### config.mk
export PLATFORM = sky130hd
export DESIGN_NAME = cache_control_flat
export DESIGN_NICKNAME = d
export VERILOG_FILES = /design/src/cache_pkg.sv /design/src/cache_array_if.sv /design/src/cache_control.sv /design/src/flat_wrapper.sv
export SDC_FILE = /design/constraint.sdc
export NUM_CORES = 1
export LEC_CHECK = 0
export BUFFER_PORTS_ARGS = -buffer_cell sky130_fd_sc_hd__buf_2
export CAP_MARGIN = 30
export CORE_AREA = 2 2 248 250
export DETAILED_ROUTE_END_ITERATION = 10
export DIE_AREA = 0 0 250 252
export PLACE_DENSITY = 0.3
export SETUP_SLACK_MARGIN = 0.15
export SYNTH_ARGS = -nofsm -noshare
export SYNTH_HDL_FRONTEND = slang
export SYNTH_SLANG_ARGS = --single-unit
### constraint.sdc
create_clock -name clk -period 1.3 [get_ports clk]
set_input_delay 0.065 -clock clk [delete_from_list [all_inputs] [get_ports clk]]
set_output_delay 0.065 -clock clk [all_outputs]
set_load 0.01 [all_outputs]
### src/cache_pkg.sv
`default_nettype none

package cache_pkg;

    // ******************************
    // cache geometry
    // ******************************

    // cpu byte address
    parameter int addr_w = 32;

    // byte offset inside one line
    parameter int offset_w = 5;

    // one enable bit per byte lane
    parameter int mask_w = 2 ** offset_w;

    // full line, 256 bits
    parameter int line_w = 8 * mask_w;

    // two-way set associative
    parameter int num_ways = 2;

    // default set index width, gives 16 sets
    parameter int index_w_default = 4;
    parameter int tag_w_default = addr_w - index_w_default - offset_w;

    // ******************************
    // address views
    // ******************************

    // same word seen flat (ports, memory side) or split into fields
    // tag and set together always span addr_w - offset_w bits,
    // so a narrower or wider index just moves the boundary
    typedef union packed {
        logic [addr_w-1:0] flat;
        struct packed {
            logic [tag_w_default-1:0]   tag;
            logic [index_w_default-1:0] set;
            logic [offset_w-1:0]        offset;
        } fields;
    } cache_addr_u;

endpackage

`default_nettype wire

### src/cache_array_if.sv
`default_nettype none

interface cache_array_if #(
    parameter int index_w = cache_pkg::index_w_default
) ();

    localparam int num_sets = 2 ** index_w;

    // data line write, one strobe per way
    logic [cache_pkg::num_ways-1:0] data_we;

    // line fill from memory, full mask
    // cpu write data under byte enable otherwise
    logic fill;

    // tag write, also marks the line valid
    logic [cache_pkg::num_ways-1:0] tag_we;

    // dirty bit update and its new value
    logic [cache_pkg::num_ways-1:0] dirty_we;
    logic dirty_val;

    // replacement update, one strobe per set
    logic [num_sets-1:0] repl_we;

    // hit way, or victim way on a miss
    logic way;
    logic hit;

    // controller drives every write control
    modport ctrl (
        output data_we, fill, tag_we, dirty_we, dirty_val, repl_we,
        input  way, hit
    );

    // line and tag arrays
    modport store (
        input data_we, fill, tag_we, dirty_we, dirty_val, way
    );

    // compare and replacement logic
    modport sel (
        input  repl_we,
        output way, hit
    );

endinterface

`default_nettype wire

### src/cache_control.sv
`default_nettype none

module cache_control #(
    parameter  int index_w = cache_pkg::index_w_default,
    localparam int tag_w   = cache_pkg::addr_w - index_w - cache_pkg::offset_w
) (
    input  wire                          clk,
    input  wire                          rst,
    input  wire                          mem_read,
    input  wire                          mem_write,
    input  wire  [tag_w-1:0]             mem_tag,
    input  wire  [index_w-1:0]           mem_set,
    input  wire  [tag_w-1:0]             victim_tag,
    input  wire                          victim_dirty,
    input  wire  [cache_pkg::line_w-1:0] victim_line,
    input  wire                          pmem_resp,
    output logic                         mem_resp,
    output logic [cache_pkg::addr_w-1:0] pmem_address,
    output logic                         pmem_read,
    output logic                         pmem_write,
    output logic [cache_pkg::line_w-1:0] pmem_wdata,
    cache_array_if.ctrl                  arr
);

    // state encoding
    localparam logic [1:0] st_idle     = 2'd0;
    localparam logic [1:0] st_cache_rw = 2'd1;
    localparam logic [1:0] st_pmem_r   = 2'd2;
    localparam logic [1:0] st_pmem_w   = 2'd3;

    logic [1:0] state_q;
    logic [1:0] state_d;

    cache_pkg::cache_addr_u line_addr;
    logic [tag_w-1:0]       line_tag;

    // ******************************
    // FSM
    // ******************************

    always_ff @(posedge clk) begin
        if (rst) begin
            state_q <= st_idle;
        end else begin
            state_q <= state_d;
        end
    end

    always_comb begin
        state_d = state_q;
        case (state_q)
            st_idle: begin
                if (mem_read || mem_write) begin
                    state_d = st_cache_rw;
                end
            end
            // hit answers, miss goes to memory
            // dirty victim is written back first
            st_cache_rw: begin
                if (arr.hit) begin
                    state_d = st_idle;
                end else if (victim_dirty) begin
                    state_d = st_pmem_w;
                end else begin
                    state_d = st_pmem_r;
                end
            end
            // back to cache_rw, which then hits
            st_pmem_r: begin
                if (pmem_resp) begin
                    state_d = st_cache_rw;
                end
            end
            st_pmem_w: begin
                if (pmem_resp) begin
                    state_d = st_pmem_r;
                end
            end
            default: begin
                state_d = st_idle;
            end
        endcase
    end

    // ******************************
    // array controls and handshakes
    // ******************************

    always_comb begin
        arr.data_we   = '0;
        arr.fill      = 1'b0;
        arr.tag_we    = '0;
        arr.dirty_we  = '0;
        arr.dirty_val = 1'b0;
        arr.repl_we   = '0;
        mem_resp      = 1'b0;
        pmem_read     = 1'b0;
        pmem_write    = 1'b0;
        case (state_q)
            st_cache_rw: begin
                if (arr.hit) begin
                    // one-cycle response pulse, touch replacement
                    mem_resp              = 1'b1;
                    arr.repl_we[mem_set]  = 1'b1;
                    // write hit merges cpu bytes, line turns dirty
                    if (mem_write) begin
                        arr.data_we[arr.way]  = 1'b1;
                        arr.dirty_we[arr.way] = 1'b1;
                        arr.dirty_val         = 1'b1;
                    end
                end
            end
            st_pmem_r: begin
                pmem_read = 1'b1;
                // fill lands in the victim way, clean and valid
                if (pmem_resp) begin
                    arr.fill              = 1'b1;
                    arr.data_we[arr.way]  = 1'b1;
                    arr.tag_we[arr.way]   = 1'b1;
                    arr.dirty_we[arr.way] = 1'b1;
                end
            end
            st_pmem_w: begin
                pmem_write = 1'b1;
                // writeback done, line now matches memory
                if (pmem_resp) begin
                    arr.dirty_we[arr.way] = 1'b1;
                end
            end
            default: begin
            end
        endcase
    end

    // victim address during writeback, request address otherwise
    assign line_tag = (state_q == st_pmem_w) ? victim_tag : mem_tag;

    // line-aligned, offset field stays zero
    always_comb begin
        line_addr = '0;
        {line_addr.fields.tag, line_addr.fields.set} = {line_tag, mem_set};
    end

    assign pmem_address = line_addr.flat;

    // only sampled by memory while pmem_write is high
    assign pmem_wdata = victim_line;

endmodule

`default_nettype wire

### src/flat_wrapper.sv
// flat-port wrapper written by rule: the top's interface ports become plain ports
module cache_control_flat 
#(
    parameter  int index_w = cache_pkg::index_w_default,
    localparam int tag_w   = cache_pkg::addr_w - index_w - cache_pkg::offset_w
)
  (clk, rst, mem_read, mem_write, mem_tag, mem_set, victim_tag, victim_dirty, victim_line, pmem_resp, mem_resp, pmem_address, pmem_read, pmem_write, pmem_wdata, arr_data_we, arr_fill, arr_tag_we, arr_dirty_we, arr_dirty_val, arr_repl_we, arr_way, arr_hit);
  cache_array_if #(.index_w(index_w)) arr_i ();
  input  wire clk;
  input  wire rst;
  input  wire mem_read;
  input  wire mem_write;
  input  wire  [tag_w-1:0] mem_tag;
  input  wire  [index_w-1:0] mem_set;
  input  wire  [tag_w-1:0] victim_tag;
  input  wire victim_dirty;
  input  wire  [cache_pkg::line_w-1:0] victim_line;
  input  wire pmem_resp;
  output logic mem_resp;
  output logic [cache_pkg::addr_w-1:0] pmem_address;
  output logic pmem_read;
  output logic pmem_write;
  output logic [cache_pkg::line_w-1:0] pmem_wdata;
  output wire logic [$bits(arr_i.data_we)-1:0] arr_data_we;
  output wire logic [$bits(arr_i.fill)-1:0] arr_fill;
  output wire logic [$bits(arr_i.tag_we)-1:0] arr_tag_we;
  output wire logic [$bits(arr_i.dirty_we)-1:0] arr_dirty_we;
  output wire logic [$bits(arr_i.dirty_val)-1:0] arr_dirty_val;
  output wire logic [$bits(arr_i.repl_we)-1:0] arr_repl_we;
  input wire logic [$bits(arr_i.way)-1:0] arr_way;
  input wire logic [$bits(arr_i.hit)-1:0] arr_hit;
  assign arr_data_we = arr_i.data_we;
  assign arr_fill = arr_i.fill;
  assign arr_tag_we = arr_i.tag_we;
  assign arr_dirty_we = arr_i.dirty_we;
  assign arr_dirty_val = arr_i.dirty_val;
  assign arr_repl_we = arr_i.repl_we;
  assign arr_i.way = arr_way;
  assign arr_i.hit = arr_hit;
  cache_control #(.index_w(index_w)) u_core (.clk(clk), .rst(rst), .mem_read(mem_read), .mem_write(mem_write), .mem_tag(mem_tag), .mem_set(mem_set), .victim_tag(victim_tag), .victim_dirty(victim_dirty), .victim_line(victim_line), .pmem_resp(pmem_resp), .mem_resp(mem_resp), .pmem_address(pmem_address), .pmem_read(pmem_read), .pmem_write(pmem_write), .pmem_wdata(pmem_wdata), .arr(arr_i));
endmodule
# ---- Yosys cells after proc, flatten, opt, wreduce, memory -nomap -nowiden
# Cells that the tools add are included.
dict set report totals {
  in_bits 314
  reg_bits 2
}
dict set report op_classes {
  n_eq_ne 6
  muxes 28
  n_reduce_logical 6
  magnitude_cmp 4
}
# cell n
set op_table {}
lappend op_table {{$mux 16} 2}
lappend op_table {{$mux 23} 1}
lappend op_table {{$mux 2} 8}
lappend op_table {{$mux 1} 12}
lappend op_table {{$pmux 2 s2} 2}
lappend op_table {{$pmux 2 s4} 1}
lappend op_table {{$lt 4x5->1 const B} 1}
lappend op_table {{$demux 1 s4} 1}
lappend op_table {{$eq 2x2->1 const B} 2}
lappend op_table {{$ge 4x1->1 const B} 1}
lappend op_table {{$ne 2x2->1 const B} 2}
lappend op_table {{$reduce_and 3->1} 1}
lappend op_table {{$eq 2x1->1 const B} 1}
lappend op_table {{$logic_and 1x1->1} 2}
lappend op_table {{$logic_not 2->1} 1}
lappend op_table {{$lt 1x2->1 const B} 1}
lappend op_table {{$ne 2x1->1 const B} 1}
lappend op_table {{$reduce_or 2->1} 1}
lappend op_table {{$demux 1 s1} 1}
lappend op_table {{$ge 1x1->1 const B} 1}
lappend op_table {{$logic_or 1x1->1} 1}

# ---- Depth between registers and ports, before layout
dict set report depth {
  word_depth 7
  depth_mapped 5
}

# ---- Worst setup path after synthesis
# OpenSTA, ideal clock, no wires.
dict set report synth_path {
  kind {register to output}
  from {reg u_core.state_q[0]}
  to {out pmem_address[10] in the netlist's numbering}
  path_slack_ns -0.089
  t_arrival_ns 1.324
  required_time_ns 1.235
  stages_incl_launch_ff 5
  cell_sequence {dfxtp_1 -> ha_1 -> buf_2 -> buf_6 -> mux2_2}
}
dict set report synth_between {
  elab_chain_cells 2
}
# element line
set synth_lines {}
lappend synth_lines {{start: declaration} cache_control.sv:31} ;# logic [1:0] state_q;
lappend synth_lines {{start signal: assignment} cache_control.sv:43} ;# state_q <= st_idle;
lappend synth_lines {{start signal: assignment} cache_control.sv:45} ;# state_q <= state_d;
lappend synth_lines {{$eq 2x2->1} cache_control.sv:136} ;# assign line_tag = (state_q == st_pmem_w) ? victim_tag : mem_tag;
lappend synth_lines {{$mux 23} cache_control.sv:136}
lappend synth_lines {{end: declaration} flat_wrapper.sv:20} ;# output logic [cache_pkg::addr_w-1:0] pmem_address;
# No other way between the ends.

# ---- Worst setup path in the final report
dict set report layout_path {
  from {reg u_core.state_q[0]}
  to {out arr_dirty_we[0]}
}
dict set report layout_between {
  elab_chain_cells 3
  word_cells_on_any_way 5
  cone_classes {eq/ne: 3; mux: 1; reduce/logical: 1}
}
# element line
set layout_lines {}
lappend layout_lines {{$eq 2x2->1} cache_control.sv:99} ;# case (state_q)
lappend layout_lines {{$reduce_or 2->1 (no source line)} n/a}
lappend layout_lines {{$pmux 2 s2 (*)} cache_control.sv:99}
lappend layout_lines {{end: declaration} flat_wrapper.sv:27} ;# output wire logic [$bits(arr_i.dirty_we)-1:0] arr_dirty_we;
# Every way passes the cells marked *; elsewhere a longest branch is shown, timed or not.

==> results by group <==
Job
  – Max Cap Viol: 0

Floorplanning
  – Core Region: 60100 um^2
  – Cell Rows: 90
  – Die Wd: 250 um
  – Die area: about 63000 um^2
  – Initial Util: 0.0449
  – Die Y: between 200 and 300 um
  – I/O pins: between 600 and 700

Clock network
  – Cts hold-fix bufs: 0
  – Root Buffer: clkbuf_16
  – CTS tree: yes
  – CTS Buf Count: 3
  – Clk_lat worst skew: roughly 220 ps
  – CTS H-tree depth: 1
  – Clock slew at reported path FFs: 30 ps
  – Max clock buf depth: 2
  – Clk sinks: 2

Global route
  – First-pass GRT wire length: 12.9 mm
  – Pin count of the biggest net entering global routing: 18
  – Tot GR Track Use: 0.0303
  – Grt ovf: 0
  – Initial antenna violation count: 3
  – Vias in the first global route: roughly 1800

Placed design
  – Routability Congestion: between 0.6 and 0.7
  – Dpl ws: -175 ps
  – DP HPWL: roughly 9 mm
  – Cell Count Post-Placement: 995
  – Port Buffers: 111
  – Area after DPL: 2470 um^2

Pwr
  – VDD IR-drop max: between 0.00015 and 0.0002 V
  – NetSw: 0.339 mW
  – LEAKAGE: 1.02 nW
  – Clk network pwr share: 0.420
  – Seq pwr share: 0.067
  – Sw Ratio: 0.309
  – P per Cell Area: between 300 and 400 nW/um^2
  – P_int: between 0.7 and 0.8 mW
  – Gate power share: 0.513

Route
  – 1st-iter DRT viols: 58
  – Initial DRT Pass Iterations: 2
  – Post-DR vias/cell: between 1.5 and 2
  – DRC viols: 0
  – Post-route ant nets: 0
  – Routed WL: 10.4 mm
  – Routed vias: 1666
  – Wire per inst: 10.3 um

Synth
  – Post-Synthesis Cells: 353
  – Seq cells post-synth: 2
  – Synth area leaders: buf_4, mux2_2, ha_1, nor2_1, dfxtp_1
  – Mean Syn Cell Area: around 7.7 um^2
  – Mapped Area: 2700 um^2
  – Post-synth top area cell: buf_4
  – Number of flops mapped to enable cells by yosys: 0
  – Primary FF master, synth: dfxtp_1
  – Synth top area share: 0.736
  – Distinct cell type count after synthesis: 30
  – Register area share after synthesis: 0.0148
  – Ys Warns: 0
  – Post-synth ARST share: 0

Timing
  – Final setup vio count: 49
  – Setup ws final: -292 ps
  – Clock skew: 1.58 ps
  – Unrepaired setup endpoints after global routing: yes
  – Fin crit period: 1590 ps
  – Fmax: 628 MHz
  – Pins Over Slew Limit: 0
  – Final Hold Viols: 0
  – Fin Hold WS: 47.8 ps
  – Tcrit/Tclk final: 1.22

Cells and area
  – # diodes: 0
  – Synth-to-Final Area Change: 6.39%
  – Share of layout cells above drive strength 1: 0.848
  – Commonest non-fill, non-tap cell in the layout: buf_2
  – Nets: roughly 550
  – Filler cells: 7183
  – Max FFs per register: 2
  – Top reg by flops: u_core.state_q
  – Post-Layout Cell Count: 1005
  – Design Area, Final: 2880 um^2
  – Most frequent cells in the layout: buf_2, buf_6, mux2_2
  – Final core utilization: 0.0478
  – Largest regs: u_core.state_q x2

Critical path
  – Worst setup EP type: output pin
  – Reg2Reg Setup Slack: -140 ps
  – FF-to-FF path depth: 7
  – Reg2Reg Launch Point: u_core.state_q[1]
  – Startpoint Class: flop
  – Critical Path Fanout Max: 4
  – Worst setup path class: flop to output pin
  – Req. time, crit path: 1240 ps
  – RR Endpoint: u_core.state_q[1]
  – CP Data Arrival Time: 1530 ps

Status
  – Failing checks: negative setup slack
  – Status: complete, but fails checks

Min path
  – Worst Hold Class: primary input to flop
  – Hold Path End: u_core.state_q[0]
  – Hold Path Depth: 2
  – Min-delay src: rst
[worst max-delay path by stage]
stage	start	end	cells after the start
2_1_floorplan	u_core.state_q[1]	u_core.state_q[0]	5
3_3_place_gp	u_core.state_q[1]	arr_dirty_we[0]	6
3_5_place_dp	u_core.state_q[1]	arr_dirty_we[0]	6
4_1_cts	u_core.state_q[0]	pmem_address[25]	5
5_1_grt	u_core.state_q[0]	pmem_address[29]	5
6_report	u_core.state_q[0]	arr_dirty_we[0]	7
[power by group through the flow]
stage,sequential (mW),combinational (mW),clock [mW]
3_3_place_gp,0.0738,0.462,0
4_1_cts,0.0742,0.556,0.467
3_5_place_dp,0.0742,0.462,0
2_1_floorplan,0.0775,1.02,0
6_report,0.0740,0.563,0.461
5_1_grt,0.0751,0.608,0.480
[per-stage QoR]
step	TNS [ps]	total power, mW
global route	-14140	1.16
global placement	-2840	0.536
CTS	-11570	1.10
detailed placement	-3470	0.536
floorplan	0	1.10
finish	-10780	1.10
[cell usage after synthesis (2+ instances only)]
cell type and n:
nand2b_1 2, mux2_2 23, and2_1 2, nand3_1 2
ha_1 7, buf_6 2, buf_4 265, a21oi_1 2
nand2_1 2, inv_1 4, dfxtp_1 2, and3_1 2
nor3_1 5, nand4b_1 2, nor2_1 16
[kinds of logic after synthesis]
logic type               after synthesis  synth area share
buffers and inverters                272             0.752
other                                  1           0.00139
adder cells (fa/ha/maj)                7            0.0324
AO/OA/AOI/OAI                          8            0.0241
AND/OR/NAND/NOR                       39            0.0759
flip-flops                             2            0.0148
multiplexers                          24            0.0995
[layer usage]
layer,vias to the layer above,GRT usage,part of all wire,wire length [um]
li1,583,-,-,-
met1,628,0.0197,0.24,2510
met2,354,0.0390,0.39,4020
met3,93,0.0345,0.25,2630
met4,8,0.0382,0.10,1080
met5,-,0.0124,0.011,115
[timing repair]
action,4_1_cts,5_1_grt
resized for setup,46,12
endpoints found under the setup margin,52,52
buffers inserted,6,1
pin swaps,12,6
[critical path, stage by stage (launching register included)]
cell	delay, ps
dfxtp_4	350
buf_12	130
inv_4	70
ha_2	220
o21ai_1	80
a21oi_2	190
nor2b_2	150
buf_2	130
[final cells by class]
type                    instances  area (um^2)  area share
well taps                     782          978       0.340
repair buffers                131          882       0.307
multi-input cells              83          872       0.303
clock buffers                   3         75.1      0.0261
flip-flops and latches          2         47.5      0.0165
inverters                       4         20.0     0.00696
(Power assumes the default switching activity.)
