### config.mk
export PLATFORM = sky130hd
export DESIGN_NAME = way_select_flat
export DESIGN_NICKNAME = d
export VERILOG_FILES = /design/src/cache_pkg.sv /design/src/cache_array_if.sv /design/src/way_select.sv /design/src/flat_wrapper.sv
export SDC_FILE = /design/constraint.sdc
export NUM_CORES = 1
export LEC_CHECK = 0
export BUFFER_PORTS_ARGS = -buffer_cell sky130_fd_sc_hd__buf_2
export CAP_MARGIN = 10
export CORE_MARGIN = 2
export CORE_UTILIZATION = 25
export DETAILED_ROUTE_END_ITERATION = 16
export GPL_ROUTABILITY_DRIVEN = 0
export PLACE_DENSITY = 0.59
export REMOVE_ABC_BUFFERS = 1
export SLEW_MARGIN = 0
export SYNTH_ARGS = -nofsm -noshare
export SYNTH_HDL_FRONTEND = slang
export SYNTH_SLANG_ARGS = --single-unit
### constraint.sdc
create_clock -name clk -period 2.7 [get_ports clk]
set_input_delay 0.54 -clock clk [delete_from_list [all_inputs] [get_ports clk]]
set_output_delay 0.54 -clock clk [all_outputs]
set_load 0.01 [all_outputs]
### src/cache_pkg.sv
`default_nettype none

package cache_pkg;

    // ******************************
    // cache geometry
    // ******************************

    // cpu byte address
    parameter int addr_w = 32;

    // byte offset inside one line
    parameter int offset_w = 5;

    // one enable bit per byte lane
    parameter int mask_w = 2 ** offset_w;

    // full line, 256 bits
    parameter int line_w = 8 * mask_w;

    // two-way set associative
    parameter int num_ways = 2;

    // default set index width, gives 16 sets
    parameter int index_w_default = 4;
    parameter int tag_w_default = addr_w - index_w_default - offset_w;

    // ******************************
    // address views
    // ******************************

    // same word seen flat (ports, memory side) or split into fields
    // tag and set together always span addr_w - offset_w bits,
    // so a narrower or wider index just moves the boundary
    typedef union packed {
        logic [addr_w-1:0] flat;
        struct packed {
            logic [tag_w_default-1:0]   tag;
            logic [index_w_default-1:0] set;
            logic [offset_w-1:0]        offset;
        } fields;
    } cache_addr_u;

endpackage

`default_nettype wire

### src/cache_array_if.sv
`default_nettype none

interface cache_array_if #(
    parameter int index_w = cache_pkg::index_w_default
) ();

    localparam int num_sets = 2 ** index_w;

    // data line write, one strobe per way
    logic [cache_pkg::num_ways-1:0] data_we;

    // line fill from memory, full mask
    // cpu write data under byte enable otherwise
    logic fill;

    // tag write, also marks the line valid
    logic [cache_pkg::num_ways-1:0] tag_we;

    // dirty bit update and its new value
    logic [cache_pkg::num_ways-1:0] dirty_we;
    logic dirty_val;

    // replacement update, one strobe per set
    logic [num_sets-1:0] repl_we;

    // hit way, or victim way on a miss
    logic way;
    logic hit;

    // controller drives every write control
    modport ctrl (
        output data_we, fill, tag_we, dirty_we, dirty_val, repl_we,
        input  way, hit
    );

    // line and tag arrays
    modport store (
        input data_we, fill, tag_we, dirty_we, dirty_val, way
    );

    // compare and replacement logic
    modport sel (
        input  repl_we,
        output way, hit
    );

endinterface

`default_nettype wire

### src/way_select.sv
`default_nettype none

module way_select #(
    parameter  int index_w = cache_pkg::index_w_default,
    localparam int tag_w   = cache_pkg::addr_w - index_w - cache_pkg::offset_w
) (
    input wire               clk,
    input wire               rst,
    input wire [tag_w-1:0]   mem_tag,
    input wire [index_w-1:0] mem_set,
    input wire [tag_w-1:0]   tag0,
    input wire [tag_w-1:0]   tag1,
    input wire               valid0,
    input wire               valid1,
    cache_array_if.sel       arr
);

    localparam int num_sets = 2 ** index_w;

    // per-set bit naming the way to evict next
    logic [num_sets-1:0] repl_q;

    logic match0;
    logic match1;

    // ******************************
    // tag compare
    // ******************************

    // a stale tag never matches once valid is low
    assign match0 = valid0 && (tag0 == mem_tag);
    assign match1 = valid1 && (tag1 == mem_tag);

    assign arr.hit = match0 || match1;

    // way 0 wins a double match
    // on a miss the replacement bit picks the victim
    always_comb begin
        if (match0) begin
            arr.way = 1'b0;
        end else if (match1) begin
            arr.way = 1'b1;
        end else begin
            arr.way = repl_q[mem_set];
        end
    end

    // ******************************
    // replacement bits
    // ******************************

    // after a hit the other way becomes next victim
    // strobe only fires for the set being accessed
    always_ff @(posedge clk) begin
        if (rst) begin
            repl_q <= '0;
        end else begin
            for (int s = 0; s < num_sets; s++) begin
                if (arr.repl_we[s]) begin
                    repl_q[s] <= ~arr.way;
                end
            end
        end
    end

endmodule

`default_nettype wire

### src/flat_wrapper.sv
// flat-port wrapper written by rule: the top's interface ports become plain ports
module way_select_flat 
#(
    parameter  int index_w = cache_pkg::index_w_default,
    localparam int tag_w   = cache_pkg::addr_w - index_w - cache_pkg::offset_w
)
  (clk, rst, mem_tag, mem_set, tag0, tag1, valid0, valid1, arr_repl_we, arr_way, arr_hit);
  cache_array_if #(.index_w(index_w)) arr_i ();
  input wire clk;
  input wire rst;
  input wire [tag_w-1:0] mem_tag;
  input wire [index_w-1:0] mem_set;
  input wire [tag_w-1:0] tag0;
  input wire [tag_w-1:0] tag1;
  input wire valid0;
  input wire valid1;
  input wire logic [$bits(arr_i.repl_we)-1:0] arr_repl_we;
  output wire logic [$bits(arr_i.way)-1:0] arr_way;
  output wire logic [$bits(arr_i.hit)-1:0] arr_hit;
  assign arr_i.repl_we = arr_repl_we;
  assign arr_way = arr_i.way;
  assign arr_hit = arr_i.hit;
  way_select #(.index_w(index_w)) u_core (.clk(clk), .rst(rst), .mem_tag(mem_tag), .mem_set(mem_set), .tag0(tag0), .tag1(tag1), .valid0(valid0), .valid1(valid1), .arr(arr_i));
endmodule
# Word level (Yosys, flattened, before mapping)

Cells that the tools add are included.

Equal/unequal tests: 2
Reductions and logical operators: 3
Order comparisons: 1
Bitwise gates (word level): 1
Muxes and demuxes: 4

Operators with widths:

| operator                                                    | count |
|---|---|
| equality test 23 bit                                        | 2 |
| less-than comparator 4 x 5 -> 1 bit (second input constant) | 1 |
| binary-select mux 1 bit (select 4 bit)                      | 1 |
| 2-to-1 mux 1 bit                                            | 3 |
| logical AND 1 bit                                           | 2 |
| logical OR 1 bit                                            | 1 |
| NOT 1 bit                                                   | 1 |

Input bits: 93
Word-level logic and storage cells: 27
Output and inout bits: 2
Bits in registers: 16

# Longest topological paths before layout

Gate-level depths: netlist of the first run.

Word-level depth: 5
Gate-level depth with buffers: 7

# Least setup slack after synthesis of the first run

OpenSTA, ideal clock, no wires.

Path kind: input to output
From: input port mem_tag[2]
To: output port arr_way
Path buffers: 2
Data arrival time: 1.831 ns
Required time: 2.160 ns
Cell stages on the path: 7
Setup slack: 0.329 ns
Cell sequence: xor2_1 -> nor4_1 -> nand4_1 -> or3_1 -> buf_6 -> buf_12 -> and2_2

Word-level cells in the longest chain between the ends: 4
Elaborated cells between the ends (all ways): 6

RTL lines:

| what                 | RTL line           | source |
|---|---|---|
| start, declared      | flat_wrapper.sv:11 | `input wire [tag_w-1:0] mem_tag;` |
| equality test 23 bit | way_select.sv:32   | `assign match1 = valid1 && (tag1 == mem_tag);` |
| logical AND 1 bit    | way_select.sv:32   |  |
| 2-to-1 mux 1 bit     | way_select.sv:41   | `end else if (match1) begin` |
| 2-to-1 mux 1 bit *   | way_select.sv:39   | `if (match0) begin` |
| end, declared        | flat_wrapper.sv:18 | `output wire logic [$bits(arr_i.way)-1:0] arr_way;` |

Every way passes the cells marked *; elsewhere a longest branch is shown, timed or not.

# Worst setup path in the final report of the first run

Ends and elaborated chain as after synthesis.

==> impl_metrics.env, run 1 <==
export IMPL_status="finished clean"
export IMPL_ys_types=20
export IMPL_overflow=0
export IMPL_p_leak_nw=0.8419
export IMPL_ys_seq_area_frac=0.2530
export IMPL_grt_max_degree=17
export IMPL_syn_avg_cell_area_um2=10.13
export IMPL_clock_sinks=16
export IMPL_postCtsHoldBufs=0
export IMPL_critical_path_max_fanout=3
export IMPL_largest_register_ffs=16
export IMPL_routed_wl_mm=3.594
export IMPL_async_flop_share=0
export IMPL_setup_tns_ps=0
export IMPL_antenna_found_initial=0
export IMPL_cts_tree="yes"
export IMPL_period_minus_slack_ps=2494
export IMPL_ant_nets=0
export IMPL_cts_buffer_depth=2
export IMPL_cp_end_kind="primary output"
export IMPL_top_regs="u_core.repl_q: 16 flops"
export IMPL_vias=1292
export IMPL_num_antenna_cells=0
export IMPL_hold_viol_final=0
export IMPL_cts_buffers=3
export IMPL_clk_pin_slew_ps=60
export IMPL_drc=0
export IMPL_final_max_slew_viol_count=0
export IMPL_nets=314
export IMPL_synth_enable_flop_cells=0
export IMPL_crit_required_ps=2160
export IMPL_placed_cells=283
export IMPL_grt_pass1_vias=1376
export IMPL_die_h_um=75.17
export IMPL_crit_type="in -> out"
export IMPL_synth_area_mm2=0.001266
export IMPL_synthTopCellsByCount="38 x xor2_1, 17 x nor2_1, 16 x dfxtp_1, 9 x a311oi_2, 9 x nor4_1"
export IMPL_synth_seq_cells=16
export IMPL_start_util=0.2629
export IMPL_netlist_top_cells_area="xor2_1 26%, dfxtp_1 25%, a311oi_2 11%"
export IMPL_period_share=0.9235
export IMPL_drt_pass1_iterations=4
export IMPL_synthCells=125
export IMPL_postCtsSetupRepairBufs=0
export IMPL_grt_pass1_wl_mm=5.699
export IMPL_post_synth_top_count_cell="xor2_1"
export IMPL_finalClockSkew_ps=2.887
export IMPL_cp_start_kind="input port"
export IMPL_design_die_area_mm2=0.005650
export IMPL_arrival_ps=1950
export IMPL_rows=25
export IMPL_dp_hpwl_mm=3.206
export IMPL_cts_repair_resized=0
export IMPL_grt_usage=0.1305
export IMPL_hp_class="in -> reg"
export IMPL_rsz0062_at_grt="false"
export IMPL_slew_headroom=0.7417
export IMPL_yosys_area_top_type_share=0.2628
export IMPL_power_w=0.0007188
export IMPL_fin_cells=287
export IMPL_syn_to_final_growth_pct=45.65
export IMPL_p_per_area_mw_per_mm2=389.8
export IMPL_port_buffers=94
export IMPL_yosysWarnings=0
export IMPL_worst_slew_pin_transition_ps=387.5
export IMPL_yosys_area_top_type="xor2_1"
export IMPL_nFillCells=519
export IMPL_finalSetupViolCount=0
export IMPL_viasPerCell=4.502
export IMPL_cts_max_level=1
export IMPL_yosys_most_used_dff="dfxtp_1"
export IMPL_fmax_mhz=401.0
export IMPL_die_w_um=75.17
export IMPL_cap_violations=0
export IMPL_clock_latency_ps=250
export IMPL_drt_initial_drc_count=27
export IMPL_wl_per_cell_um=12.52
export IMPL_core_area_mm2=0.004817
export IMPL_drive_above_1_share=0.5273
export IMPL_top_register="u_core.repl_q"
export IMPL_clockRootBuffer="clkbuf_8"
export IMPL_pin_count=95
export IMPL_irDropWorstVdd_v=0.0002621
-- critical path, cell delays in order --
cell	delay [ps]
buf_2	120
xor2_1	150
nor4_1	340
nand4_1	130
or3_1	350
and2_2	200
buf_2	140
-- layout by cell type (no fill, tap or decap) --
| master | netlist | routed |
|---|---|---|
| a311oi_1 | 7 | 7 |
| a311oi_2 | 9 | 9 |
| and2_2 | 1 | 1 |
| buf_2 | 0 | 94 |
| buf_4 | 1 | 2 |
| clkbuf_8 | 0 | 4 |
| dfxtp_1 | 16 | 16 |
| mux2_2 | 1 | 1 |
| mux2i_1 | 2 | 2 |
| mux4_2 | 4 | 4 |
| nand4_1 | 5 | 5 |
| nor2_1 | 17 | 17 |
| nor4_1 | 9 | 9 |
| o21ai_0 | 1 | 1 |
| o21ai_2 | 1 | 1 |
| or3_1 | 1 | 1 |
| xnor2_1 | 8 | 8 |
| xor2_1 | 38 | 38 |
-- final cells by class --
class | instances | area, µm² | share of cell area
Timing Repair Buffer | 96 | 485.5 | 0.2632
Tap cell | 67 | 83.83 | 0.04545
Sequential cell | 16 | 320.3 | 0.1737
Clock buffer | 4 | 55.05 | 0.02985
Multi-Input combinational cell | 104 | 899.6 | 0.4878
-- final timing paths --
| path | slack (ps) | from | end | depth (start not counted) |
|---|---|---|---|---|
| worst min register to register | 500 | u_core.repl_q[4] | u_core.repl_q[4] | 2 |
| worst max register to register | 1000 | u_core.repl_q[13] | u_core.repl_q[6] | 6 |
| worst max-delay path | 210 | mem_tag[2] | arr_way | 7 |
| worst min-delay path | 490 | arr_repl_we[8] | u_core.repl_q[8] | 2 |
-- cell families (layout without fill, tap and decap cells) --
kind of cell,after synthesis,count (layout),share of synthesized area
flip-flops,16,16,0.2530
buffers and inverters,5,100,0.03656
AND/OR/NAND/NOR,33,33,0.1304
XOR/XNOR,46,46,0.3182
AO/OA/AOI/OAI,18,18,0.1660
multiplexers,7,7,0.09585
-- per-layer routing --
layer | up-vias | routed length, µm | track usage | part of all wire
met5 | - | 0 | 0 | 0
met4 | 0 | 4 | 0.01170 | 0.0011
met3 | 2 | 327 | 0.03748 | 0.091
met2 | 69 | 1910 | 0.2622 | 0.53
met1 | 564 | 1352 | 0.1382 | 0.38
li1 | 657 | - | - | -
-- metrics by stage --
| stage | setup slack [ps] | instance area, µm² | util | hold slack (ps) |
|---|---|---|---|---|
| 5_1_grt | 55.46 | 1844 | 0.3829 | 487.1 |
| 3_3_place_gp | 204.7 | 1789 | 0.3714 | 482.7 |
| 3_5_place_dp | 178.4 | 1789 | 0.3714 | 494.2 |
| 2_1_floorplan | 224.9 | 1220 | - | 468.1 |
| 6_report | 206.5 | 1844 | 0.3829 | 490.3 |
| 4_1_cts | 175.7 | 1844 | 0.3829 | 486.6 |
-- power by group --
group | switching [W] | internal, W | leakage, nW
Sequential | 0.0000126 | 0.000261 | 0.134
Clock | 0.0000804 | 0.000129 | 0.0288
Combinational | 0.000107 | 0.000128 | 0.679
(Power assumes the default switching activity.)
==> run 2: changes to the inputs <==
--- a/config.mk
+++ b/config.mk
@@ -11,7 +11,7 @@
 export CORE_UTILIZATION = 25
 export DETAILED_ROUTE_END_ITERATION = 16
 export GPL_ROUTABILITY_DRIVEN = 0
-export PLACE_DENSITY = 0.59
+export PLACE_DENSITY = 0.66
 export REMOVE_ABC_BUFFERS = 1
 export SLEW_MARGIN = 0
 export SYNTH_ARGS = -nofsm -noshare
==> impl_metrics.env, run 2 (synthesis gave the netlist of run 1 again) <==
export IMPL_status="finished clean"
export IMPL_core_area_mm2=0.004817
export IMPL_critical_path_max_fanout=3
export IMPL_num_antenna_cells=0
export IMPL_irDropWorstVdd_v=0.0001215
export IMPL_crit_start="mem_tag[1]"
export IMPL_crit_type="in -> out"
export IMPL_crit_top_cell="buf_2"
export IMPL_final_cell_mix="94 x buf_2, 38 x xor2_1, 17 x nor2_1"
export IMPL_drt_initial_drc_count=42
export IMPL_design_die_area_mm2=0.005650
export IMPL_fmax_mhz=397.1
export IMPL_cts_repair_resized=0
export IMPL_cts_tree="yes"
export IMPL_drive_above_1_share=0.5251
export IMPL_cts_max_level=1
export IMPL_postLayoutCellArea_mm2=0.001831
export IMPL_clock_sinks=16
export IMPL_cp_start_kind="input port"
export IMPL_nets=314
export IMPL_grt_max_degree=17
export IMPL_r2r_start="u_core.repl_q[15]"
export IMPL_worst_slew_pin_transition_ps=380.1
export IMPL_clk_pin_slew_ps=60
export IMPL_cap_violations=0
export IMPL_power_w=0.0006921
export IMPL_period_minus_slack_ps=2518
export IMPL_cts_buffers=3
export IMPL_grt_pass1_vias=1305
export IMPL_final_max_slew_viol_count=0
export IMPL_power_frac_seq=0.395
export IMPL_r2r_slack_ps=960
export IMPL_pin_count=95
export IMPL_rsz0062_at_grt="false"
export IMPL_postCtsHoldBufs=0
export IMPL_crit_required_ps=2160
export IMPL_worst_slack_ps=181.9
export IMPL_sw_frac_of_total=0.2943
export IMPL_finalClockSkew_ps=1.119
export IMPL_pre_cts_slack_ps=131.5
export IMPL_p_switching_w=0.0002037
export IMPL_p_leak_nw=0.8347
export IMPL_rows=25
export IMPL_clockRootBuffer="clkbuf_8"
export IMPL_dp_hpwl_mm=3.263
export IMPL_port_buffers=94
export IMPL_largest_register_ffs=16
export IMPL_path_cells="buf_2 > xor2_1 > nor4_1 > nand4_1 > or3_1 > and2_2 > buf_2"
export IMPL_period_share=0.9326
export IMPL_ant_nets=0
export IMPL_worst_r2r_endpoint="u_core.repl_q[0]"
export IMPL_endpoint="arr_way"
export IMPL_arrival_ps=1980
export IMPL_finalSetupViolCount=0
export IMPL_reg2reg_depth=6
export IMPL_setup_tns_ps=0
export IMPL_slew_headroom=0.7443
export IMPL_postCtsSetupRepairBufs=0
export IMPL_p_per_area_mw_per_mm2=378.1
export IMPL_grt_usage=0.1318
export IMPL_wl_per_cell_um=13.12
export IMPL_layout_commonest_cell="buf_2"
export IMPL_syn_to_final_growth_pct=44.57
export IMPL_p_comb_frac=0.347
export IMPL_worst_path_max_delay_cell="or3_1"
export IMPL_antenna_found_initial=0
export IMPL_top_regs="u_core.repl_q: 16 flops"
export IMPL_p_clk_frac=0.258
export IMPL_post_dp_cell_area_mm2=0.001789
export IMPL_hold_start="arr_repl_we[6]"
export IMPL_final_util=0.3800
export IMPL_top_register="u_core.repl_q"
export IMPL_die_w_um=75.17
export IMPL_drt_pass1_iterations=2
export IMPL_p_int_w=0.0004884
export IMPL_hold_viol_final=0
export IMPL_cp_end_kind="primary output"
export IMPL_drc=0
export IMPL_die_h_um=75.17
export IMPL_hp_class="in -> reg"
export IMPL_overflow=0
export IMPL_routed_wl_mm=3.753
export IMPL_cts_buffer_depth=2
export IMPL_start_util=0.2629
export IMPL_vias=1301
export IMPL_slowest_delay_ps=360
export IMPL_clock_latency_ps=250
export IMPL_grt_pass1_wl_mm=5.540
export IMPL_viasPerCell=4.549
==> run 2: worst min-delay path by stage <==
stage	to	slack [ps]	cells after the start
floorplan	u_core.repl_q[6]	470	2
detailed placement	u_core.repl_q[4]	490	2
finish	u_core.repl_q[6]	490	2
global route	u_core.repl_q[6]	500	2
CTS	u_core.repl_q[8]	490	2
global placement	u_core.repl_q[7]	480	2
==> run 2: worst max-delay path: cells and delay by family <==
kind,cells,cell delay [ps]
buffers and inverters,2,250
and+or+nand+nor,4,1030
xor gates and xnor gates,1,150
==> run 2: layer usage <==
metal / GRT usage / share of wire
met1: 0.1421 / 0.39
met2: 0.2466 / 0.49
met3: 0.02276 / 0.088
met4: 0.06433 / 0.027
met5: 0 / 0
==> run 2: layout make-up <==
class                           count  area, µm²
Sequential cell                    16      320.3
Fill cell                         502       2987
Timing Repair Buffer               96      485.5
Tap cell                           67      83.83
Multi-Input combinational cell    104      899.6
Clock buffer                        3      41.29
==> run 2: power by group through the flow <==
| stage | logic (W) | registers [W] | clock network [W] |
|---|---|---|---|
| floorplan | 0.000121 | 0.000274 | 0 |
| global placement | 0.000239 | 0.000277 | 0 |
| detailed placement | 0.000244 | 0.000279 | 0 |
| CTS | 0.000244 | 0.000274 | 0.000184 |
| global route | 0.000264 | 0.000276 | 0.000194 |
| finish | 0.000240 | 0.000273 | 0.000179 |
==> run 2: per-stage QoR <==
| stage | cells | hold WS [ps] |
|---|---|---|
| finish | 286 | 490.9 |
| CTS | 286 | 489.1 |
| global route | 286 | 497.3 |
| detailed placement | 283 | 491.5 |
| global placement | 283 | 484.9 |
| floorplan | 120 | 468.1 |
